[src/exe_macros.svh]
/*
 * Widths and micro-op codes for the execute stage.
 * Codes are only unique within one functional unit; the unit field
 * tells them apart. EXE_CNT_W must hold EXE_MUL_STEPS itself.
 */
`ifndef EXE_MACROS_SVH
`define EXE_MACROS_SVH

`define EXE_XLEN          32  // Data word width
`define EXE_UOP_W         5   // Micro-op width
`define EXE_REG_W         5   // Register number width
`define EXE_MUL_STEPS     32  // One shift-add step per multiplier bit
`define EXE_CNT_W         6   // Step counter width

// ALU micro-ops ------------------------------------
`define EXE_ALU_ADD       5'd0
`define EXE_ALU_SUB       5'd1
`define EXE_ALU_XOR       5'd2
`define EXE_ALU_OR        5'd3
`define EXE_ALU_AND       5'd4
`define EXE_ALU_SLT       5'd5
`define EXE_ALU_SLTU      5'd6
`define EXE_ALU_SLL       5'd7
`define EXE_ALU_SRL       5'd8
`define EXE_ALU_SRA       5'd9

// Branch unit micro-ops ----------------------------
`define EXE_CFU_BEQ       5'd0
`define EXE_CFU_BNE       5'd1
`define EXE_CFU_BLT       5'd2
`define EXE_CFU_BGE       5'd3
`define EXE_CFU_BLTU      5'd4
`define EXE_CFU_BGEU      5'd5
`define EXE_CFU_JAL       5'd6
`define EXE_CFU_JALR      5'd7
`define EXE_CFU_TAKEN     5'd8   // Resolved conditional branch
`define EXE_CFU_NOT_TAKEN 5'd9

// LSU and multiplier micro-ops ---------------------
`define EXE_LSU_LOAD      5'd0
`define EXE_LSU_STORE     5'd1
`define EXE_MUL_MUL       5'd0   // Low half of product
`define EXE_MUL_MULHU     5'd1   // High half, unsigned

`endif

[src/exe_pkg.sv]
/*
 * Types shared by the execute stage and its testbench.
 * Widths come from the macros header.
 */
`include "exe_macros.svh"

package exe_pkg;

    typedef logic [`EXE_XLEN-1:0]   word_t;      // Data word
    typedef logic [2*`EXE_XLEN-1:0] dword_t;     // Full product
    typedef logic [`EXE_UOP_W-1:0]  uop_t;       // Micro-op code
    typedef logic [`EXE_REG_W-1:0]  reg_addr_t;  // Register number
    typedef logic [`EXE_CNT_W-1:0]  step_t;      // Multiplier step count

    typedef enum logic [1:0] {
        FU_ALU,                                  // Integer ALU
        FU_CFU,                                  // Branches and jumps
        FU_LSU,                                  // Load/store address
        FU_MUL                                   // Iterative multiplier
    } fu_e;

    typedef enum logic [1:0] {
        ST_IDLE,                                 // Single cycle ops pass through
        ST_MUL_RUN,                              // Shift-add steps in progress
        ST_MUL_DONE                              // Product waiting for the register
    } exe_state_e;

    // Decoded operation from the issue stage
    typedef struct packed {
        reg_addr_t rd;                           // Destination register
        fu_e       fu;                           // Target unit
        uop_t      uop;                          // Unit-local micro-op
        word_t     a;                            // Operand A
        word_t     b;                            // Operand B
        word_t     c;                            // Operand C, store data or jump target
    } issue_t;

    // Record handed to writeback
    typedef struct packed {
        reg_addr_t rd;
        fu_e       fu;
        uop_t      uop;                          // Branches carry taken/not-taken
        word_t     opr_a;                        // Result, address or target
        word_t     opr_b;                        // Store data, else zero
    } result_t;

    typedef struct packed {
        reg_addr_t rd;                           // Register being produced
        word_t     wdata;                        // Value to forward
        logic      load;                         // Value not known until memory
    } fwd_t;

endpackage

[src/exe_alu.sv]
/*
 * Combinational integer ALU.
 * i_unsigned selects the compare used by slt/sltu and branches.
 * o_sum is always lhs + rhs, whatever the micro-op.
 */
`timescale 1ns/1ps
`include "exe_macros.svh"

module exe_alu (
    input  exe_pkg::uop_t i_uop,         // ALU micro-op
    input  exe_pkg::word_t i_lhs,        // Left operand
    input  exe_pkg::word_t i_rhs,        // Right operand, low bits are shamt
    input  logic           i_unsigned,   // Unsigned compare
    output exe_pkg::word_t o_result,     // Selected result
    output exe_pkg::word_t o_sum,        // Address / jalr adder
    output logic           o_lt,         // lhs < rhs
    output logic           o_eq          // lhs == rhs
);

    localparam int SHAMT_W = $clog2(`EXE_XLEN);

    logic [SHAMT_W-1:0] shamt;           // Shift amount

    assign shamt = i_rhs[SHAMT_W-1:0];
    assign o_sum = i_lhs + i_rhs;

    // Compare flags --------------------------------
    always_comb begin
        o_eq = (i_lhs == i_rhs);
        if (i_unsigned) begin
            o_lt = (i_lhs < i_rhs);
        end else begin
            o_lt = ($signed(i_lhs) < $signed(i_rhs));
        end
    end

    // Result select --------------------------------
    always_comb begin
        case (i_uop)
            `EXE_ALU_ADD:  o_result = o_sum;
            `EXE_ALU_SUB:  o_result = i_lhs - i_rhs;
            `EXE_ALU_XOR:  o_result = i_lhs ^ i_rhs;
            `EXE_ALU_OR:   o_result = i_lhs | i_rhs;
            `EXE_ALU_AND:  o_result = i_lhs & i_rhs;
            `EXE_ALU_SLT,
            `EXE_ALU_SLTU: o_result = {{(`EXE_XLEN-1){1'b0}}, o_lt}; // Signedness via i_unsigned
            `EXE_ALU_SLL:  o_result = i_lhs << shamt;
            `EXE_ALU_SRL:  o_result = i_lhs >> shamt;
            `EXE_ALU_SRA:  o_result = $signed(i_lhs) >>> shamt;
            default:       o_result = '0;
        endcase
    end

endmodule

[src/exe_ctrl_fsm.sv]
/*
 * Execute stage controller.
 * A multiply holds o_busy from presentation until its product is issued.
 * Upstream must keep the multiply stable while o_busy is high.
 */
`timescale 1ns/1ps

module exe_ctrl_fsm (
    input  logic         g_clk,
    input  logic         g_resetn,
    input  logic         i_valid,      // Issue side valid
    input  exe_pkg::fu_e i_fu,         // Unit of the presented op
    input  logic         i_reg_busy,   // Output register cannot load
    input  logic         i_last,       // Final multiplier step
    input  logic         i_flush,
    output logic         o_busy,       // Stage busy to upstream
    output logic         o_issue,      // Load strobe for the register
    output logic         o_mul_start,  // Load multiplier operands
    output logic         o_mul_run     // Multiplier step enable
);

    exe_pkg::exe_state_e state;
    exe_pkg::exe_state_e state_nxt;
    logic                mul_req;      // Multiply presented

    assign mul_req     = i_valid && (i_fu == exe_pkg::FU_MUL);
    assign o_mul_start = mul_req && (state == exe_pkg::ST_IDLE) && !i_flush;
    assign o_mul_run   = (state == exe_pkg::ST_MUL_RUN);
    assign o_busy      = i_reg_busy || (mul_req && state != exe_pkg::ST_MUL_DONE);
    assign o_issue     = i_valid && !o_busy;   // Same as the upstream transfer

    // Next state -----------------------------------
    always_comb begin
        state_nxt = state;
        case (state)
            exe_pkg::ST_IDLE: begin
                if (o_mul_start) begin
                    state_nxt = exe_pkg::ST_MUL_RUN;
                end
            end
            exe_pkg::ST_MUL_RUN: begin
                if (i_last) begin
                    state_nxt = exe_pkg::ST_MUL_DONE;
                end
            end
            exe_pkg::ST_MUL_DONE: begin
                if (o_issue) begin
                    state_nxt = exe_pkg::ST_IDLE;   // Product taken
                end
            end
            default: state_nxt = exe_pkg::ST_IDLE;
        endcase
    end

    always_ff @(posedge g_clk) begin
        if (!g_resetn || i_flush) begin
            state <= exe_pkg::ST_IDLE;              // Flush drops any multiply
        end else begin
            state <= state_nxt;
        end
    end

    // Operands feed the multiplier until the product is issued
    a_mul_held: assert property (@(posedge g_clk) disable iff (!g_resetn || i_flush)
        state != exe_pkg::ST_IDLE |-> mul_req)
        else $error("multiply withdrawn before its product was issued");

endmodule

[src/exe_mul_counter.sv]
/*
 * Step counter for the multiplier.
 * Sits at EXE_MUL_STEPS after a full run until the next start.
 */
`timescale 1ns/1ps
`include "exe_macros.svh"

module exe_mul_counter (
    input  logic           g_clk,
    input  logic           g_resetn,
    input  logic           i_start,  // Multiply loaded this cycle
    input  logic           i_run,    // Shift-add step this cycle
    input  logic           i_flush,  // Abandon the multiply
    output exe_pkg::step_t o_step,   // Steps done so far
    output logic           o_last    // This is the final step
);

    always_ff @(posedge g_clk) begin
        if (!g_resetn || i_start || i_flush) begin
            o_step <= '0;
        end else if (i_run) begin
            o_step <= o_step + 1'b1;
        end
    end

    assign o_last = (o_step == exe_pkg::step_t'(`EXE_MUL_STEPS - 1));

    a_step_range: assert property (@(posedge g_clk) disable iff (!g_resetn)
        o_step <= exe_pkg::step_t'(`EXE_MUL_STEPS))
        else $error("multiplier step count overran");

endmodule

[src/exe_multiplier.sv]
/*
 * Unsigned shift-add multiplier, one multiplier bit per run cycle.
 * The multiplier operand shares the low half of the product register.
 * o_product is final after EXE_MUL_STEPS run cycles.
 */
`timescale 1ns/1ps
`include "exe_macros.svh"

module exe_multiplier (
    input  logic            g_clk,
    input  logic            g_resetn,
    input  logic            i_start,   // Load operands
    input  logic            i_run,     // Perform one step
    input  exe_pkg::word_t  i_lhs,     // Multiplicand
    input  exe_pkg::word_t  i_rhs,     // Multiplier
    output exe_pkg::dword_t o_product  // Partial, then final product
);

    exe_pkg::word_t      mcand;        // Held for the whole run
    logic [`EXE_XLEN:0]  part_sum;     // Upper half plus addend, with carry
    exe_pkg::word_t      addend;       // Multiplicand or zero

    assign addend   = o_product[0] ? mcand : '0;   // Current multiplier bit
    assign part_sum = {1'b0, o_product[2*`EXE_XLEN-1:`EXE_XLEN]} + {1'b0, addend};

    always_ff @(posedge g_clk) begin
        if (i_start) begin
            mcand <= i_lhs;
        end
    end

    always_ff @(posedge g_clk) begin
        if (!g_resetn) begin
            o_product <= '0;
        end else if (i_start) begin
            o_product <= {{`EXE_XLEN{1'b0}}, i_rhs};           // Clear accumulator
        end else if (i_run) begin
            o_product <= {part_sum, o_product[`EXE_XLEN-1:1]}; // Add then shift right
        end
    end

endmodule

[src/exe_pipe_reg.sv]
/*
 * One-entry output register with valid/busy handshake.
 * Flush wins over a load on the same edge.
 */
`timescale 1ns/1ps

module exe_pipe_reg (
    input  logic             g_clk,
    input  logic             g_resetn,
    input  logic             i_flush,
    input  logic             i_issue,     // Load i_next
    input  exe_pkg::result_t i_next,      // Record from the stage
    input  logic             i_s3_busy,   // Downstream stall
    output logic             o_busy,      // Register full and held
    output logic             o_s3_valid,
    output exe_pkg::result_t o_s3
);

    assign o_busy = o_s3_valid && i_s3_busy;

    always_ff @(posedge g_clk) begin
        if (!g_resetn || i_flush) begin
            o_s3_valid <= 1'b0;
        end else if (i_issue) begin
            o_s3_valid <= 1'b1;
        end else if (!i_s3_busy) begin
            o_s3_valid <= 1'b0;                // Consumed, nothing new
        end
    end

    always_ff @(posedge g_clk) begin
        if (i_issue) begin
            o_s3 <= i_next;                    // Payload only
        end
    end

    // Controller must never load over a stalled record
    a_hold_stable: assert property (@(posedge g_clk) disable iff (!g_resetn)
        o_s3_valid && i_s3_busy && !i_flush |=> o_s3_valid && $stable(o_s3))
        else $error("output record changed under back-pressure");

endmodule

[src/exe_result_sel.sv]
/*
 * Builds the next output record and the forwarding record.
 * The multiplier product is only meaningful in the done state.
 */
`timescale 1ns/1ps
`include "exe_macros.svh"

module exe_result_sel (
    input  exe_pkg::issue_t  i_issue,        // Operation being executed
    input  exe_pkg::word_t   i_alu_result,   // ALU result
    input  exe_pkg::word_t   i_sum,          // a + b
    input  exe_pkg::dword_t  i_product,      // Full unsigned product
    input  logic             i_lt,           // Compare flags from the ALU
    input  logic             i_eq,
    output logic             o_alu_unsigned, // Ask ALU for unsigned compare
    output exe_pkg::result_t o_next,         // Record for the pipe register
    output exe_pkg::fwd_t    o_fwd           // Forwarding record
);

    logic is_alu;
    logic is_cfu;
    logic cond;                              // Conditional branch micro-op
    logic taken;                             // Compare outcome

    assign is_alu = (i_issue.fu == exe_pkg::FU_ALU);
    assign is_cfu = (i_issue.fu == exe_pkg::FU_CFU);

    assign o_alu_unsigned = (is_alu && i_issue.uop == `EXE_ALU_SLTU) ||
                            (is_cfu && (i_issue.uop == `EXE_CFU_BLTU ||
                                        i_issue.uop == `EXE_CFU_BGEU));

    // Branch resolution ----------------------------
    always_comb begin
        cond  = 1'b1;
        taken = 1'b0;
        case (i_issue.uop)
            `EXE_CFU_BEQ:  taken = i_eq;
            `EXE_CFU_BNE:  taken = !i_eq;
            `EXE_CFU_BLT,
            `EXE_CFU_BLTU: taken = i_lt;       // Signedness set by o_alu_unsigned
            `EXE_CFU_BGE,
            `EXE_CFU_BGEU: taken = !i_lt;
            default:       cond  = 1'b0;       // Jumps keep their uop
        endcase
    end

    // Per-unit operands ----------------------------
    always_comb begin
        o_next.rd    = i_issue.rd;
        o_next.fu    = i_issue.fu;
        o_next.uop   = i_issue.uop;
        o_next.opr_a = '0;
        o_next.opr_b = '0;
        case (i_issue.fu)
            exe_pkg::FU_ALU: o_next.opr_a = i_alu_result;
            exe_pkg::FU_CFU: begin
                if (cond) begin
                    o_next.uop = taken ? `EXE_CFU_TAKEN : `EXE_CFU_NOT_TAKEN;
                end
                if (i_issue.uop == `EXE_CFU_JALR) begin
                    o_next.opr_a = {i_sum[`EXE_XLEN-1:1], 1'b0};     // Register target
                end else begin
                    o_next.opr_a = {i_issue.c[`EXE_XLEN-1:1], 1'b0}; // Precomputed target
                end
            end
            exe_pkg::FU_LSU: begin
                o_next.opr_a = i_sum;                  // Effective address
                if (i_issue.uop == `EXE_LSU_STORE) begin
                    o_next.opr_b = i_issue.c;          // Store data
                end
            end
            default: begin                             // Multiplier
                if (i_issue.uop == `EXE_MUL_MULHU) begin
                    o_next.opr_a = i_product[2*`EXE_XLEN-1:`EXE_XLEN];
                end else begin
                    o_next.opr_a = i_product[`EXE_XLEN-1:0];
                end
            end
        endcase
    end

    assign o_fwd.rd    = i_issue.rd;
    assign o_fwd.wdata = o_next.opr_a;
    assign o_fwd.load  = (i_issue.fu == exe_pkg::FU_LSU) && (i_issue.uop == `EXE_LSU_LOAD);

endmodule

[src/exe_top.sv]
/*
 * Execute stage top level.
 * o_busy and o_fwd are combinational from the issue inputs.
 */
`timescale 1ns/1ps

module exe_top (
    input  logic             g_clk,
    input  logic             g_resetn,
    input  logic             i_valid,     // Issue side handshake
    input  exe_pkg::issue_t  i_issue,
    output logic             o_busy,
    input  logic             i_flush,
    output exe_pkg::fwd_t    o_fwd,       // Forwarding to decode
    output logic             o_s3_valid,  // Writeback side handshake
    output exe_pkg::result_t o_s3,
    input  logic             i_s3_busy
);

    logic             reg_busy;
    logic             issue;
    logic             mul_start;
    logic             mul_run;
    logic             mul_last;
    logic             alu_unsigned;
    logic             alu_lt;
    logic             alu_eq;
    exe_pkg::word_t   alu_result;
    exe_pkg::word_t   alu_sum;
    exe_pkg::dword_t  product;
    exe_pkg::result_t next_rec;

    exe_ctrl_fsm u_ctrl (
        .g_clk(g_clk), .g_resetn(g_resetn), .i_valid(i_valid), .i_fu(i_issue.fu),
        .i_reg_busy(reg_busy), .i_last(mul_last), .i_flush(i_flush), .o_busy(o_busy),
        .o_issue(issue), .o_mul_start(mul_start), .o_mul_run(mul_run)
    );

    exe_mul_counter u_cnt (
        .g_clk(g_clk), .g_resetn(g_resetn), .i_start(mul_start), .i_run(mul_run),
        .i_flush(i_flush), .o_step(), .o_last(mul_last)
    );

    exe_multiplier u_mul (
        .g_clk(g_clk), .g_resetn(g_resetn), .i_start(mul_start), .i_run(mul_run),
        .i_lhs(i_issue.a), .i_rhs(i_issue.b), .o_product(product)
    );

    exe_alu u_alu (
        .i_uop(i_issue.uop), .i_lhs(i_issue.a), .i_rhs(i_issue.b),
        .i_unsigned(alu_unsigned), .o_result(alu_result), .o_sum(alu_sum),
        .o_lt(alu_lt), .o_eq(alu_eq)
    );

    exe_result_sel u_sel (
        .i_issue(i_issue), .i_alu_result(alu_result), .i_sum(alu_sum),
        .i_product(product), .i_lt(alu_lt), .i_eq(alu_eq),
        .o_alu_unsigned(alu_unsigned), .o_next(next_rec), .o_fwd(o_fwd)
    );

    exe_pipe_reg u_preg (
        .g_clk(g_clk), .g_resetn(g_resetn), .i_flush(i_flush), .i_issue(issue),
        .i_next(next_rec), .i_s3_busy(i_s3_busy), .o_busy(reg_busy),
        .o_s3_valid(o_s3_valid), .o_s3(o_s3)
    );

endmodule

[config.mk]
export PLATFORM = sky130hd
export DESIGN_NAME = exe_top
export DESIGN_NICKNAME = d
export VERILOG_FILES = /design/src/exe_pkg.sv /design/src/exe_alu.sv /design/src/exe_ctrl_fsm.sv /design/src/exe_mul_counter.sv /design/src/exe_multiplier.sv /design/src/exe_pipe_reg.sv /design/src/exe_result_sel.sv /design/src/exe_top.sv
export VERILOG_INCLUDE_DIRS = /design/src
export SDC_FILE = /design/constraint.sdc
export NUM_CORES = 1
export LEC_CHECK = 0
export ABC_CLOCK_PERIOD_IN_PS = 14100
export BUFFER_PORTS_ARGS = -buffer_cell sky130_fd_sc_hd__buf_2
export CORE_MARGIN = 2
export CORE_UTILIZATION = 45
export CTS_BUF_LIST = sky130_fd_sc_hd__clkbuf_8
export CTS_CLUSTER_DIAMETER = 60
export DETAILED_ROUTE_END_ITERATION = 7
export GPL_TIMING_DRIVEN = 0
export PLACE_DENSITY = 0.64
export SETUP_SLACK_MARGIN = 0.02
export SYNTH_ARGS = -nofsm -noshare
export SYNTH_HDL_FRONTEND = slang
export SYNTH_HIERARCHICAL = 1
export SYNTH_SLANG_ARGS = --single-unit
[constraint.sdc]
create_clock -name g_clk -period 14.1 [get_ports g_clk]
set_clock_uncertainty 0.05 [all_clocks]
set_input_delay 0 -clock g_clk [delete_from_list [all_inputs] [get_ports g_clk]]
set_output_delay 0 -clock g_clk [all_outputs]
set_load 0.02 [all_outputs]
# Word-level counts from Yosys, hierarchy flattened
# Cells that the tools add are included.
[word_totals] reg_bits=181 input_bits=113 out_inout_bits=116 wordCells=95
[op_classes] add_sub_neg=4 magnitude_cmp=2 n_eq_ne=21 n_shift=3 mux=19 bitwise_logic=4 reduce_logical=31
[op_table] cell="$pmux W32 S9" count=1
[op_table] cell="$mux W32" count=5
[op_table] cell="$pmux W32 S3" count=1
[op_table] cell="$lt A32 B32 Y1" count=2
[op_table] cell="$add A32 B32 Y33" count=1
[op_table] cell="$add A32 B32 Y32" count=1
[op_table] cell="$and A32 B32 Y32" count=1
[op_table] cell="$eq A32 B32 Y1" count=1
[op_table] cell="$or A32 B32 Y32" count=1
[op_table] cell="$shl A32 B5 Y32" count=1
[op_table] cell="$shr A32 B5 Y32" count=1
[op_table] cell="$sshr A32 B5 Y32" count=1
[op_table] cell="$sub A32 B32 Y32" count=1
[op_table] cell="$xor A32 B32 Y32" count=1
[op_table] cell="$eq A5 B3 Y1 const B" count=4
[op_table] cell="$eq A5 B2 Y1 const B" count=2
[op_table] cell="$eq A5 B4 Y1 const B" count=2
[op_table] cell="$mux W5" count=2
[op_table] cell="$logic_and A1 B1 Y1" count=9
[op_table] cell="$reduce_or A2 Y1" count=4
[op_table] cell="$add A6 B1 Y6 const B" count=1
[op_table] cell="$eq A2 B2 Y1 const B" count=3
[op_table] cell="$eq A6 B5 Y1 const B" count=1
[op_table] cell="$logic_or A1 B1 Y1" count=6
[op_table] cell="16 further kinds" count=31

# Logic depth before layout (Yosys ltp)
[logic_depth] word_depth=10 depth_mapped=19 ltp_nobuf=16

# By module
# The synthesis kept the hierarchy.
[modules_own_cells] mod="exe_alu" instances=1 cells_each=1307 area_each_um2=8807.2 seq_area_each_um2=0.0
[modules_own_cells] mod="exe_multiplier" instances=1 cells_each=598 area_each_um2=5521.5 seq_area_each_um2=2242.2
[modules_own_cells] mod="exe_result_sel" instances=1 cells_each=332 area_each_um2=2484.9 seq_area_each_um2=0.0
[modules_own_cells] mod="exe_pipe_reg" instances=1 cells_each=80 area_each_um2=2327.2 seq_area_each_um2=2302.2
[modules_own_cells] mod="exe_mul_counter" instances=1 cells_each=28 area_each_um2=260.2 seq_area_each_um2=120.1
[modules_own_cells] mod="exe_ctrl_fsm" instances=1 cells_each=16 area_each_um2=133.9 seq_area_each_um2=40.0

# Worst setup path after synthesis
# No wires, ideal clock.
[synth_path] kind="reg2reg" from="reg u_ctrl.state[0]" to="reg u_mul.o_product[53]" setup_ns=0.138 arrival_ns=4.922 required_ns=13.912 slack_ns=8.990 stages_incl_launch_ff=7 n_path_buf=3 period_less_slack_ns=5.110 path_cell_list="dfxtp_1 -> nor4_1 -> clkbuf_1 -> nand2b_1 -> clkbuf_1 -> buf_1 -> a211oi_1"
[synth_via] elab_chain_cells=4 elab_cells_between_ends=5 cone_classes="eq/ne: 1; reduce/logical: 4"
[synth_lines] element="start: declaration" line="exe_ctrl_fsm.sv:22" text="exe_pkg::exe_state_e state;"
[synth_lines] element="start signal: assignment" line="exe_ctrl_fsm.sv:57" text="state <= exe_pkg::ST_IDLE;"
[synth_lines] element="start signal: assignment" line="exe_ctrl_fsm.sv:59" text="state <= state_nxt;"
[synth_lines] element="$logic_not A2 Y1" line="exe_ctrl_fsm.sv:27" text="assign o_mul_start = mul_req && (state == exe_pkg::ST_IDLE) && !i_flush;"
[synth_lines] element="$logic_and A1 B1 Y1 (2 in a row)" line="exe_ctrl_fsm.sv:27"
[synth_lines] element="named net mul_start" line="exe_top.sv:22" text="logic mul_start;"
[synth_lines] element="$reduce_or A2 Y1 (no line)"
[synth_lines] element="end signal: assignment" line="exe_multiplier.sv:36" text="o_product <= {{`EXE_XLEN{1'b0}}, i_rhs};"
[synth_lines] element="end signal: assignment" line="exe_multiplier.sv:38" text="o_product <= {part_sum, o_product[`EXE_XLEN-1:1]};"
[synth_lines] element="end: declaration" line="exe_multiplier.sv:16" text="output exe_pkg::dword_t o_product"
# The timed path passes the listed nets, and every way through them passes these cells.
# A chain may end at the register's enable or synchronous reset.

==> reports/qor.csv <==
stage;metric;value;unit
synth;async_flop_share;0;%
synth;yosysTopAreaCellShare;16.6;%
cells_and_area;layout.nets;2970;
die;die_w;212;um
synth;synth-compound-area-share;25.0;%
setup_path;worst-r2r-setup-slack;10.62;ns
placement;gp_congestion;1.11;
die;die-area;0.0451;mm^2
sta;slew_viol_final;0;
clocking;clock-sinks;181;
placement;place_area;0.0215;mm^2
setup_path;crit_path_max_fanout;11;
setup_path;crit_arrival;7.51;ns
global_route;grt_overflow;0;
sta;rsz0062_at_grt;no;
clocking;post_cts_buffers;0;
synth;synth_fa_ha_area_share;8.63;%
synth;ys_seq_area_share;24.1;%
power_and_ir_drop;p_total;1640;uW
placement;portBuffers;222;
clocking;clockBufferDepth;2;
die;start_util;45.5;%
die;dieHeight;212;um
synth;synth_mux_area_share;12.7;%
synth;syn-num-nets;2607;
drt;finalWirelength;98800;um
sta;timing.hold.ws;0.0428;ns
sta;final_hold_viol_count;0;
drt;vias_per_cell;6.47;
clocking;cts_made_buffers;17;
power_and_ir_drop;p_per_area;71.4;mW/mm^2
sta;slew_headroom;27.9;%
synth;yosys_warnings;6;
setup_path;crit_required;14.05;ns
synth;synth_cells;2361;
synth;yosysTopAreaCell;edfxtp_1;
outcome;status;finished, final reports clean;
die;rows;76;
global_route;antenna_found_initial;10;
drt;drt_first_pass_iters;6;
setup_path;path_buf_inv;9;
sta;tns;0;ns
placement;hpwl;78800;um
global_route;grt_first_pass_wirelength;139000;um
clocking;clk_pin_slew;0.10;ns
global_route;grt_max_degree;37;
drt;ant_nets;0;
drt;route.detailed.drc;0;
die;boundaryPins;229;
setup_path;cp_cell_sequence;dlygate4sd3_1 -> buf_2 -> inv_1 -> clkbuf_1 -> buf_1 -> clkbuf_1 -> ha_1 -> clkbuf_1 -> inv_1 -> o221ai_1 -> a211oi_1 -> a211oi_1 -> nor3_1 -> a21oi_1 -> o221ai_1 -> xnor2_1 -> o221ai_1 -> nor2_1 -> a311oi_1 -> a221o_1 -> buf_2;
synth;synth_cell_types;101;
synth;avgSynthCellArea;8.27;um^2
cells_and_area;fin_area;0.0230;mm^2
clocking;cts_resized;0;
drt;vias;21500;
setup_path;worstSetupPathType;in2out;
setup_path;startpoint_type;primary input;
synth;yosys.area_share.simple;18.0;%
clocking;hold_buffers;114;
sta;finalSetupViolCount;0;
run;max-cap-violations;0;
synth;synth-main-ff-cell;edfxtp_1;
cells_and_area;instances_no_fill;3322;
drt;post_drt_wl_per_cell;29.7;um
clocking;clkLatencyLatePin;0.57;ns
synth;synth_top_family_by_area;compound AO/OA/AOI/OAI gates;
clocking;root_buffer;clkbuf_8;
placement;placed_cells;3176;
drt;drtIter0Drc;3012;
sta;period_needed;7.56;ns
cells_and_area;n_antenna_cell;0;
setup_path;slowest_stage;buf_1;
synth;synthTopCellsByArea;edfxtp_1 17%, ha_1 8.3%, dfxtp_1 7.5%, mux2i_1 5.8%, nor2_1 4.9%;
power_and_ir_drop;ir_worst_vdd;0.0570;mV
sta;clock.fmax;132;MHz
cells_and_area;syn_to_final_growth;17.7;%
global_route;grtUsageTotal;43.1;%
synth;syn_area;0.0195;mm^2
sta;worstMarginPinSlew;1.08;ns
clocking;cts_tree;built;
die;core-area;0.0430;mm^2
clocking;h-tree-depth;4;
hold_path;worstHoldPathType;in2reg;
cells_and_area;drive_gt1_share;16.8;%
setup_path;max_stage_delay;0.69;ns
synth;synth-edff-count;108;
setup_path;crit_family;compound AO/OA/AOI/OAI gates;
global_route;grt_pass1_vias;20000;
power_and_ir_drop;p_leak;0.00962;uW
synth;synth_xor_area_share;3.41;%
synth;ys_seq_elements;181;
sta;finalCritPeriodShare;53.6;%
setup_path;endpoint_kind;primary output;
placed cells by master, fill, tap and decap left out, types with 35 or more instances in the layout:
cell type / instances
a21o_1: 40
a21oi_1: 167
a221o_1: 37
a311oi_1: 35
and2_1: 109
buf_2: 240
buf_4: 54
clkbuf_1: 117
dfxtp_1: 73
dlygate4sd3_1: 117
edfxtp_1: 108
ha_1: 130
inv_1: 108
mux2i_1: 113
nand2_1: 161
nand3_1: 59
nor2_1: 253
nor3_1: 35
o21ai_0: 175
xnor2_1: 59
cells in the mapped netlist, types with 59 or more instances:
cell type and count:
o21ai_0 175, dfxtp_1 73, clkbuf_1 117, inv_1 106, a21oi_1 167, mux2i_1 113, nand3_1 59, nand2_1 161
ha_1 130, and2_1 109, xnor2_1 59, nor2_1 254, edfxtp_1 108
final cells by class:
cell class	instances	area (um^2)
plain buffers	223	1190
clock buffers	17	234
repair buffers	344	2340
multi-input cells	1848	13300
inverters	109	409
well taps	585	732
flip-flops and latches	181	4700
fillers	4177	20000
clock inverters	15	134
worst paths after layout:
kind | startpoint | end | depth (start not counted)
worst max-delay path | i_issue[34] | o_fwd[30] | 21
worst min-delay path | i_issue[98] | u_preg/o_s3[65] | 2
worst max register to register | u_mul/o_product[0] | u_mul/o_product[63] | 12
worst min register to register | u_cnt/o_step[5] | u_cnt/o_step[5] | 2
sequential cells by signal, summed over array words and instances, names as in the netlist:
signal,cells
u_mul/mcand,32
u_ctrl/state,2
u_cnt/o_step,6
u_preg/o_s3_valid,1
u_mul/o_product,64
u_preg/o_s3,76
kinds of logic (layout without fill, tap and decap cells):
logic type | after synthesis | after routing
and+or+nand+nor | 733 | 733
AOI/OAI and AO/OA | 716 | 716
buffers and inverters | 332 | 708
muxes | 190 | 190
DFF | 181 | 181
adders and majority gates | 133 | 133
xor gates and xnor gates | 76 | 76
stage by stage:
step / util, % / setup WS, ns
global route: 53.5 / 6.52
finish: 53.5 / 6.54
CTS: 53.5 / 6.91
detailed placement: 50.0 / 7.46
floorplan: - / 8.99
global placement: 49.7 / 6.25
where the power goes:
part	switching, uW	internal [uW]
registers	7.84	584
logic	458	233
clock network	230	128
per-layer routing:
metal	vias up	track usage, %	share of wire, %
met2	1533	67.8	44
met3	346	10.6	11
met1	10200	53.4	38
met5	-	0	0.067
met4	10	26.1	7.1
li1	9364	-	-
No activity file was read; power rests on OpenSTA's default activity.
